--- src/common/sb_pkg.sv ---
package sb_pkg;

    // ========================================
    // widths
    // ========================================

    localparam int SB_DATA_W = 256;
    localparam int SB_DEST_W = 32;
    localparam int MEM_WORD_W = 512;
    localparam int MEM_ADDR_W = 16;
    localparam int CSR_ADDR_W = 8;
    localparam int CSR_DATA_W = 32;

    // ========================================
    // ring entry layout in a memory word
    // ========================================

    // bits above the last flag are always zero
    localparam int ENTRY_DATA_LSB = 0;
    localparam int ENTRY_DEST_LSB = 256;
    localparam int ENTRY_LAST_BIT = 288;

    // ========================================
    // ring geometry
    // ========================================

    localparam int RING_DEPTH = 16;
    localparam int PTR_W = $clog2(RING_DEPTH);

    // entry k of a ring lives at base + k
    localparam logic [MEM_ADDR_W-1:0] RX_BASE = 16'h0000;
    localparam logic [MEM_ADDR_W-1:0] TX_BASE = 16'h0100;

    // ========================================
    // stream flow control
    // ========================================

    // receiver buffer depth, also the initial credit count of a sender
    localparam int STREAM_CREDITS = 4;
    localparam int CRED_W = $clog2(STREAM_CREDITS + 1);
    localparam int BUF_IDX_W = $clog2(STREAM_CREDITS);

    // ========================================
    // register offsets
    // ========================================

    // bit 0 of the control register is enable
    localparam logic [CSR_ADDR_W-1:0] CSR_CTRL = 8'h00;
    localparam logic [CSR_ADDR_W-1:0] CSR_RX_TAIL = 8'h04;
    localparam logic [CSR_ADDR_W-1:0] CSR_RX_HEAD = 8'h08;
    localparam logic [CSR_ADDR_W-1:0] CSR_TX_TAIL = 8'h0C;
    localparam logic [CSR_ADDR_W-1:0] CSR_TX_HEAD = 8'h10;

endpackage

--- src/common/sb_stream_if.sv ---
`timescale 1ns/1ps

// packet link between blocks
// the sender spends one credit per valid cycle, the receiver
// pulses credit once for every entry leaving its buffer
interface sb_stream_if;
    import sb_pkg::*;

    logic [SB_DATA_W-1:0] data;
    logic [SB_DEST_W-1:0] dest;
    logic last;
    logic valid;
    logic credit;

    modport sender (
        output data,
        output dest,
        output last,
        output valid,
        input  credit
    );

    modport receiver (
        input  data,
        input  dest,
        input  last,
        input  valid,
        output credit
    );

endinterface

--- src/queues/sb_rx_queue_reader.sv ---
`timescale 1ns/1ps

module sb_rx_queue_reader (
    input  logic clk,
    input  logic rst_n,
    input  logic enable,

    input  logic [sb_pkg::PTR_W-1:0] rx_tail,
    output logic [sb_pkg::PTR_W-1:0] rx_head,

    output logic mem_rd_req,
    output logic [sb_pkg::MEM_ADDR_W-1:0] mem_rd_addr,
    input  logic mem_rd_valid,
    input  logic [sb_pkg::MEM_WORD_W-1:0] mem_rd_data,

    sb_stream_if.sender out
);
    import sb_pkg::*;

    // next ring slot to request, runs ahead of rx_head by the reads in flight
    logic [PTR_W-1:0] fetch_ptr;
    // free slots downstream, shared by reads in flight and packets
    // the modifier still holds
    logic [CRED_W-1:0] budget;
    logic issue;

    assign issue = enable && (fetch_ptr != rx_tail) && (budget != '0);

    // ========================================
    // request side and pointer bookkeeping
    // ========================================

    always_ff @(posedge clk) begin
        if (!rst_n) begin
            fetch_ptr <= '0;
            rx_head <= '0;
            budget <= CRED_W'(STREAM_CREDITS);
            mem_rd_req <= 1'b0;
            out.valid <= 1'b0;
        end else begin
            mem_rd_req <= issue;
            out.valid <= mem_rd_valid;
            if (issue) begin
                fetch_ptr <= fetch_ptr + 1'b1;
            end
            if (mem_rd_valid) begin
                rx_head <= rx_head + 1'b1;
            end
            budget <= budget - CRED_W'(issue) + CRED_W'(out.credit);
        end
    end

    // ========================================
    // address and response unpacking
    // ========================================

    always_ff @(posedge clk) begin
        if (issue) begin
            mem_rd_addr <= RX_BASE + MEM_ADDR_W'(fetch_ptr);
        end
        if (mem_rd_valid) begin
            out.data <= mem_rd_data[ENTRY_DATA_LSB +: SB_DATA_W];
            out.dest <= mem_rd_data[ENTRY_DEST_LSB +: SB_DEST_W];
            out.last <= mem_rd_data[ENTRY_LAST_BIT];
        end
    end

endmodule

--- src/queues/sb_tx_queue_writer.sv ---
`timescale 1ns/1ps

module sb_tx_queue_writer (
    input  logic clk,
    input  logic rst_n,
    input  logic enable,

    input  logic [sb_pkg::PTR_W-1:0] tx_head,
    output logic [sb_pkg::PTR_W-1:0] tx_tail,

    output logic mem_wr_en,
    output logic [sb_pkg::MEM_ADDR_W-1:0] mem_wr_addr,
    output logic [sb_pkg::MEM_WORD_W-1:0] mem_wr_data,
    input  logic mem_wr_ready,

    sb_stream_if.receiver in
);
    import sb_pkg::*;

    logic [SB_DATA_W-1:0] data_mem [STREAM_CREDITS];
    logic [SB_DEST_W-1:0] dest_mem [STREAM_CREDITS];
    logic last_mem [STREAM_CREDITS];
    logic [BUF_IDX_W-1:0] wr_idx;
    logic [BUF_IDX_W-1:0] rd_idx;
    logic [CRED_W-1:0] count;
    logic [PTR_W-1:0] tail_next;
    logic [MEM_WORD_W-1:0] head_word;
    logic ring_full;
    logic start;
    logic taken;

    // one slot stays empty so a full ring is told apart from an empty one
    assign tail_next = tx_tail + 1'b1;
    assign ring_full = (tail_next == tx_head);
    assign start = !mem_wr_en && (count != '0) && enable && !ring_full;
    assign taken = mem_wr_en && mem_wr_ready;

    always_comb begin
        head_word = '0;
        head_word[ENTRY_DATA_LSB +: SB_DATA_W] = data_mem[rd_idx];
        head_word[ENTRY_DEST_LSB +: SB_DEST_W] = dest_mem[rd_idx];
        head_word[ENTRY_LAST_BIT] = last_mem[rd_idx];
    end

    // mem_wr_en stays up until the memory takes the word
    always_ff @(posedge clk) begin
        if (!rst_n) begin
            mem_wr_en <= 1'b0;
            tx_tail <= '0;
            in.credit <= 1'b0;
            count <= '0;
            wr_idx <= '0;
            rd_idx <= '0;
        end else begin
            in.credit <= taken;
            if (start) begin
                mem_wr_en <= 1'b1;
            end else if (taken) begin
                mem_wr_en <= 1'b0;
            end
            if (taken) begin
                tx_tail <= tail_next;
                rd_idx <= rd_idx + 1'b1;
            end
            if (in.valid) begin
                wr_idx <= wr_idx + 1'b1;
            end
            count <= count + CRED_W'(in.valid) - CRED_W'(taken);
        end
    end

    always_ff @(posedge clk) begin
        if (in.valid) begin
            data_mem[wr_idx] <= in.data;
            dest_mem[wr_idx] <= in.dest;
            last_mem[wr_idx] <= in.last;
        end
        if (start) begin
            mem_wr_addr <= TX_BASE + MEM_ADDR_W'(tx_tail);
            mem_wr_data <= head_word;
        end
    end

endmodule

--- src/verilog/sb_csr.sv ---
`timescale 1ns/1ps

module sb_csr (
    input  logic clk,
    input  logic rst_n,

    input  logic cfg_valid,
    input  logic cfg_write,
    input  logic [sb_pkg::CSR_ADDR_W-1:0] cfg_addr,
    input  logic [sb_pkg::CSR_DATA_W-1:0] cfg_wdata,
    output logic [sb_pkg::CSR_DATA_W-1:0] cfg_rdata,
    output logic cfg_rvalid,

    output logic enable,
    output logic [sb_pkg::PTR_W-1:0] rx_tail,
    output logic [sb_pkg::PTR_W-1:0] tx_head,
    input  logic [sb_pkg::PTR_W-1:0] rx_head,
    input  logic [sb_pkg::PTR_W-1:0] tx_tail
);
    import sb_pkg::*;

    logic rd_cycle;
    logic wr_cycle;
    logic [CSR_DATA_W-1:0] rd_word;

    assign rd_cycle = cfg_valid && !cfg_write;
    assign wr_cycle = cfg_valid && cfg_write;

    // host-written registers, read-only offsets simply fall to default
    always_ff @(posedge clk) begin
        if (!rst_n) begin
            enable <= 1'b0;
            rx_tail <= '0;
            tx_head <= '0;
            cfg_rvalid <= 1'b0;
        end else begin
            cfg_rvalid <= rd_cycle;
            if (wr_cycle) begin
                case (cfg_addr)
                    CSR_CTRL:    enable <= cfg_wdata[0];
                    CSR_RX_TAIL: rx_tail <= cfg_wdata[PTR_W-1:0];
                    CSR_TX_HEAD: tx_head <= cfg_wdata[PTR_W-1:0];
                    default: begin
                    end
                endcase
            end
        end
    end

    // read mux, unknown offsets read as zero
    always_comb begin
        case (cfg_addr)
            CSR_CTRL:    rd_word = CSR_DATA_W'(enable);
            CSR_RX_TAIL: rd_word = CSR_DATA_W'(rx_tail);
            CSR_RX_HEAD: rd_word = CSR_DATA_W'(rx_head);
            CSR_TX_TAIL: rd_word = CSR_DATA_W'(tx_tail);
            CSR_TX_HEAD: rd_word = CSR_DATA_W'(tx_head);
            default:     rd_word = '0;
        endcase
    end

    always_ff @(posedge clk) begin
        if (rd_cycle) begin
            cfg_rdata <= rd_word;
        end
    end

endmodule

--- src/verilog/sb_loopback_top.sv ---
`timescale 1ns/1ps

module sb_loopback_top (
    input  logic clk,
    input  logic rst_n,

    // host register port
    input  logic cfg_valid,
    input  logic cfg_write,
    input  logic [sb_pkg::CSR_ADDR_W-1:0] cfg_addr,
    input  logic [sb_pkg::CSR_DATA_W-1:0] cfg_wdata,
    output logic [sb_pkg::CSR_DATA_W-1:0] cfg_rdata,
    output logic cfg_rvalid,

    // memory read port, responses in request order
    output logic mem_rd_req,
    output logic [sb_pkg::MEM_ADDR_W-1:0] mem_rd_addr,
    input  logic mem_rd_valid,
    input  logic [sb_pkg::MEM_WORD_W-1:0] mem_rd_data,

    // memory write port
    output logic mem_wr_en,
    output logic [sb_pkg::MEM_ADDR_W-1:0] mem_wr_addr,
    output logic [sb_pkg::MEM_WORD_W-1:0] mem_wr_data,
    input  logic mem_wr_ready
);
    import sb_pkg::*;

    logic enable;
    logic [PTR_W-1:0] rx_tail;
    logic [PTR_W-1:0] rx_head;
    logic [PTR_W-1:0] tx_head;
    logic [PTR_W-1:0] tx_tail;

    sb_stream_if rx_stream ();
    sb_stream_if tx_stream ();

    sb_csr i_csr (
        .clk        (clk),
        .rst_n      (rst_n),
        .cfg_valid  (cfg_valid),
        .cfg_write  (cfg_write),
        .cfg_addr   (cfg_addr),
        .cfg_wdata  (cfg_wdata),
        .cfg_rdata  (cfg_rdata),
        .cfg_rvalid (cfg_rvalid),
        .enable     (enable),
        .rx_tail    (rx_tail),
        .tx_head    (tx_head),
        .rx_head    (rx_head),
        .tx_tail    (tx_tail)
    );

    sb_rx_queue_reader i_reader (
        .clk          (clk),
        .rst_n        (rst_n),
        .enable       (enable),
        .rx_tail      (rx_tail),
        .rx_head      (rx_head),
        .mem_rd_req   (mem_rd_req),
        .mem_rd_addr  (mem_rd_addr),
        .mem_rd_valid (mem_rd_valid),
        .mem_rd_data  (mem_rd_data),
        .out          (rx_stream)
    );

    sb_packet_modifier i_modifier (
        .clk   (clk),
        .rst_n (rst_n),
        .in    (rx_stream),
        .out   (tx_stream)
    );

    sb_tx_queue_writer i_writer (
        .clk          (clk),
        .rst_n        (rst_n),
        .enable       (enable),
        .tx_head      (tx_head),
        .tx_tail      (tx_tail),
        .mem_wr_en    (mem_wr_en),
        .mem_wr_addr  (mem_wr_addr),
        .mem_wr_data  (mem_wr_data),
        .mem_wr_ready (mem_wr_ready),
        .in           (tx_stream)
    );

endmodule

--- src/verilog/sb_packet_modifier.sv ---
`timescale 1ns/1ps

module sb_packet_modifier (
    input  logic clk,
    input  logic rst_n,
    sb_stream_if.receiver in,
    sb_stream_if.sender out
);
    import sb_pkg::*;

    logic [SB_DATA_W-1:0] data_mem [STREAM_CREDITS];
    logic [SB_DEST_W-1:0] dest_mem [STREAM_CREDITS];
    logic last_mem [STREAM_CREDITS];
    logic [BUF_IDX_W-1:0] wr_idx;
    logic [BUF_IDX_W-1:0] rd_idx;
    logic [CRED_W-1:0] count;
    logic [CRED_W-1:0] credits;
    logic [SB_DATA_W-1:0] inc_data;
    logic send;

    // every payload byte goes up by one and wraps at 256
    always_comb begin
        for (int b = 0; b < SB_DATA_W / 8; b++) begin
            inc_data[b*8 +: 8] = in.data[b*8 +: 8] + 8'd1;
        end
    end

    // the oldest entry leaves as soon as a downstream credit is held,
    // and its slot is handed back upstream in the same cycle
    assign send = (count != '0) && (credits != '0);
    assign out.valid = send;
    assign out.data = data_mem[rd_idx];
    assign out.dest = dest_mem[rd_idx];
    assign out.last = last_mem[rd_idx];
    assign in.credit = send;

    always_ff @(posedge clk) begin
        if (!rst_n) begin
            wr_idx <= '0;
            rd_idx <= '0;
            count <= '0;
            credits <= CRED_W'(STREAM_CREDITS);
        end else begin
            if (in.valid) begin
                wr_idx <= wr_idx + 1'b1;
            end
            if (send) begin
                rd_idx <= rd_idx + 1'b1;
            end
            count <= count + CRED_W'(in.valid) - CRED_W'(send);
            credits <= credits - CRED_W'(send) + CRED_W'(out.credit);
        end
    end

    always_ff @(posedge clk) begin
        if (in.valid) begin
            data_mem[wr_idx] <= inc_data;
            dest_mem[wr_idx] <= in.dest;
            last_mem[wr_idx] <= in.last;
        end
    end

endmodule
--- config.mk ---
export PLATFORM = sky130hd
export DESIGN_NAME = sb_loopback_top
export DESIGN_NICKNAME = d
export VERILOG_FILES = /design/src/common/sb_pkg.sv /design/src/common/sb_stream_if.sv /design/src/queues/sb_rx_queue_reader.sv /design/src/queues/sb_tx_queue_writer.sv /design/src/verilog/sb_csr.sv /design/src/verilog/sb_loopback_top.sv /design/src/verilog/sb_packet_modifier.sv
export SDC_FILE = /design/constraint.sdc
export NUM_CORES = 2
export LEC_CHECK = 0
export ABC_AREA = 1
export ABC_CLOCK_PERIOD_IN_PS = 39400
export BUFFER_PORTS_ARGS = -buffer_cell sky130_fd_sc_hd__buf_2
export CAP_MARGIN = 40
export CORE_MARGIN = 1.5
export CORE_UTILIZATION = 45
export DETAILED_ROUTE_END_ITERATION = 6
export PLACE_DENSITY = 0.7
export SYNTH_ARGS = -nofsm -noshare
export SYNTH_HDL_FRONTEND = slang
export SYNTH_SLANG_ARGS = --single-unit
--- constraint.sdc ---
create_clock -name clk -period 39.4 [get_ports clk]
set_input_delay 5.91 -clock clk [delete_from_list [all_inputs] [get_ports clk]]
set_output_delay 5.91 -clock clk [all_outputs]
set_load 0.005 [all_outputs]
==> impl_metrics.env <==
export IMPL_syn2layout_area_growth_pct=14.2
export IMPL_drive_gt1_share_pct=14.3
export IMPL_cts_setup_buffers=0
export IMPL_cp_slowest_cell="edfxtp_1"
export IMPL_synth_seq_cells=2950
export IMPL_gp_congestion=0.811
export IMPL_crit_reg2reg_capture="i_writer.mem_wr_data[270]$_DFFE_PP_"
export IMPL_yosysSeqAreaShare_pct=79.7
export IMPL_final_setup_viol_count=0
export IMPL_cts_tree="done"
export IMPL_overflow=0
export IMPL_period_share_pct=19.2
export IMPL_yosysWarnings=0
export IMPL_grtUsageTotal_pct=19.9
export IMPL_worst_ir_drop_vdd_v=0.0000514
export IMPL_ctsLongestPathBuffers=4
export IMPL_crit_start="i_writer.mem_wr_data[257]$_DFFE_PP_"
export IMPL_ctsRootBufferMaster="clkbuf_16"
export IMPL_reg2regPathDepth=6
export IMPL_die_height_um=499
export IMPL_cp_num_cells=1
export IMPL_setup_tns_ns=0
export IMPL_clk_pin_slew_ns=0.06
export IMPL_clock_fmax_ghz=0.132
export IMPL_hold_class="register to register"
export IMPL_required_ns=33.49
export IMPL_clock_latency_ns=0.96
export IMPL_clock_skew_ns=0.0912
export IMPL_drt_iter0_drc=5510
export IMPL_critPathBufInv=1
export IMPL_cts_sinks=2950
export IMPL_grt_pass1_vias=60600
export IMPL_relSlewSlack_pct=25.6
export IMPL_cts_hold_buf=0
export IMPL_worstPathCellList="buf_2"
export IMPL_slowest_delay_ns=0.52
export IMPL_grt_start_max_net_pins=144
export IMPL_syn_area_per_cell_um2=15.1
export IMPL_start_util_pct=45.4
export IMPL_endpoint="mem_wr_data[257]"
export IMPL_clockPowerShare_pct=32.7
export IMPL_status="finished clean"
export IMPL_netlist_area_mm2=0.111
export IMPL_vias_per_cell=5.44
export IMPL_routed_wl_um=254000
export IMPL_path_delay_family="flip-flops"
export IMPL_maxSlewViolCount=0
export IMPL_port_buffers=610
export IMPL_p_sw_share_pct=27.0
export IMPL_core_area_mm2=0.244
export IMPL_min_from="i_modifier.rd_idx[0]$_SDFFE_PN0P_"
export IMPL_critPathArrivalTime_ns=1.64
export IMPL_pin_count=1137
export IMPL_htree_levels=5
export IMPL_grt_pass1_wl_um=372000
export IMPL_p_int_mw=6.26
export IMPL_ctsResizeCount=0
export IMPL_holdWs_ns=0.461
export IMPL_p_per_area_mw_per_mm2=67.9
export IMPL_final_nets=8581
export IMPL_dieArea_mm2=0.249
export IMPL_place_hpwl_um=145000
export IMPL_rows=181
export IMPL_critPathKind="register to output port"
export IMPL_rr_startpoint="i_writer.rd_idx[0]$_SDFFE_PN0P_"
export IMPL_worst_pin_slew_ns=1.12
export IMPL_yosys_area_top_type="edfxtp_1"
export IMPL_synth_top_area_share_pct=78.8
export IMPL_path_max_fanout=1
export IMPL_antenna_found_initial=52
export IMPL_p_sw_mw=2.32
export IMPL_drcViolationCount=0
export IMPL_p_seq_share_pct=51.0
export IMPL_die_width_um=499
export IMPL_wl_per_cell_um=22.2
export IMPL_r2r_setup_slack_ns=35.23
export IMPL_cap_viol_max_count=0
export IMPL_hold_viol=0
export IMPL_rsz0062_at_grt="false"
export IMPL_period_needed_ns=7.55
export IMPL_drtPass1Iterations=5
export IMPL_power_leakage_nw=43.2
export IMPL_syn_inst=7318
export IMPL_cts_made_buffers=314
export IMPL_end_kind="output port"
export IMPL_ant_nets=0
export IMPL_critPathLaunchType="register"
export IMPL_synth_top_cells_by_area="edfxtp_1 (79%), o21ai_0 (4.7%), nor2_1 (4.2%), o22ai_1 (3.3%), buf_4 (2.1%)"
export IMPL_vias=62200
export IMPL_synth_cell_types=28
export IMPL_pwr_share_comb_pct=16.2
==> registers in the layout (all words and copies together) (netlist names), 4 cells and up, named ones only <==
signal / count
i_modifier.data_mem: 1024
i_writer.data_mem: 1024
i_writer.mem_wr_data: 289
i_reader.out.data: 256
i_modifier.dest_mem: 128
i_writer.dest_mem: 128
i_reader.out.dest: 32
i_csr.cfg_rdata: 4
i_csr.rx_tail: 4
i_csr.tx_head: 4
i_modifier.last_mem: 4
i_reader.fetch_ptr: 4
i_reader.mem_rd_addr: 4
i_reader.rx_head: 4
i_writer.last_mem: 4
i_writer.mem_wr_addr: 4
i_writer.tx_tail: 4
==> cell type report <==
type	instances	area, µm²
antenna	17	42.5
timing repair buffer	725	4600
tap	3202	4010
fill	19200	117000
clock buffer	381	8270
clock inverter	167	1510
multi-input combinational	3816	19100
sequential	2950	88100
inverter	161	672
==> cells in the mapped netlist <==
| cell type | instances |
|---|---|
| edfxtp_1 | 2902 |
| nor2_1 | 1244 |
| o21ai_0 | 1031 |
| o22ai_1 | 578 |
| buf_4 | 314 |
| clkbuf_1 | 232 |
| inv_1 | 155 |
| o21ai_1 | 148 |
| xor2_1 | 144 |
| buf_2 | 114 |
| nand2_1 | 105 |
| nand3_1 | 97 |
| xnor2_1 | 58 |
| ha_1 | 51 |
| dfxtp_1 | 48 |
| nor3_1 | 28 |
| nand4_1 | 26 |
| a21oi_1 | 18 |
| buf_6 | 4 |
| fa_1 | 4 |
| clkinv_1 | 3 |
| inv_2 | 3 |
| nor2_2 | 3 |
| or2_2 | 3 |
| conb_1 | 2 |
| a31oi_1 | 1 |
| nor3_4 | 1 |
| o211ai_1 | 1 |
==> worst min-delay path by stage <==
stage,end,depth (start not counted)
6_report,register,1
5_1_grt,register,1
4_1_cts,register,1
3_5_place_dp,register,2
3_3_place_gp,register,2
2_1_floorplan,i_writer.mem_wr_addr[2]$_DFFE_PP_,0
==> metal layers <==
metal	GRT usage [%]	share of wire, %	up-vias
li1	-	-	28100
met1	25.2	39	31000
met2	33.5	49	2501
met3	3.88	8.0	558
met4	7.89	3.7	44
met5	0	0.11	-
==> power groups by stage <==
stage	Sequential (mW)	Combinational, mW	Clock (mW)
floorplan	4.58	0.905	0
global placement	4.42	1.28	0
detailed placement	4.44	1.39	0
CTS	4.38	1.40	2.86
global route	4.41	1.54	2.98
finish	4.38	1.39	2.81
==> placed cells by master (no fill, tap or decap), drive strengths merged <==
cell type  instances
a21oi             18
a31oi              1
buf              725
bufinv            25
clkbuf           381
clkinv           122
clkinvlp          11
conb             275
dfxtp             48
diode             17
edfxtp          2902
fa                 4
ha                51
inv              170
nand2            105
nand3             97
nand4             26
nor2            1247
nor3              29
o211ai             1
o21ai           1179
o22ai            578
or2                3
xnor2             58
xor2             144
==> through the flow <==
stage          setup slack, ns  cell area, µm²  instances  power [mW]  utilization [%]
3_3_place_gp             31.55          116000      10800        5.70             47.5
3_5_place_dp             31.51          116000      10900        5.83             47.8
6_report                 31.85          126000      11400        8.58             51.8
2_1_floorplan            25.82          112000       7591        5.48                -
4_1_cts                  31.77          126000      11400        8.63             51.8
5_1_grt                  31.75          126000      11400        8.92             51.8
==> kinds of logic after synthesis <==
logic type               share of synthesized area (%)
adder cells (fa/ha/maj)                          0.650
AO/OA/AOI/OAI                                     8.70
other                                          0.00679
buffers and inverters                             4.02
AND/OR/NAND/NOR                                   5.34
flip-flops                                        79.7
XOR/XNOR                                          1.60
(Power assumes the default switching activity.)
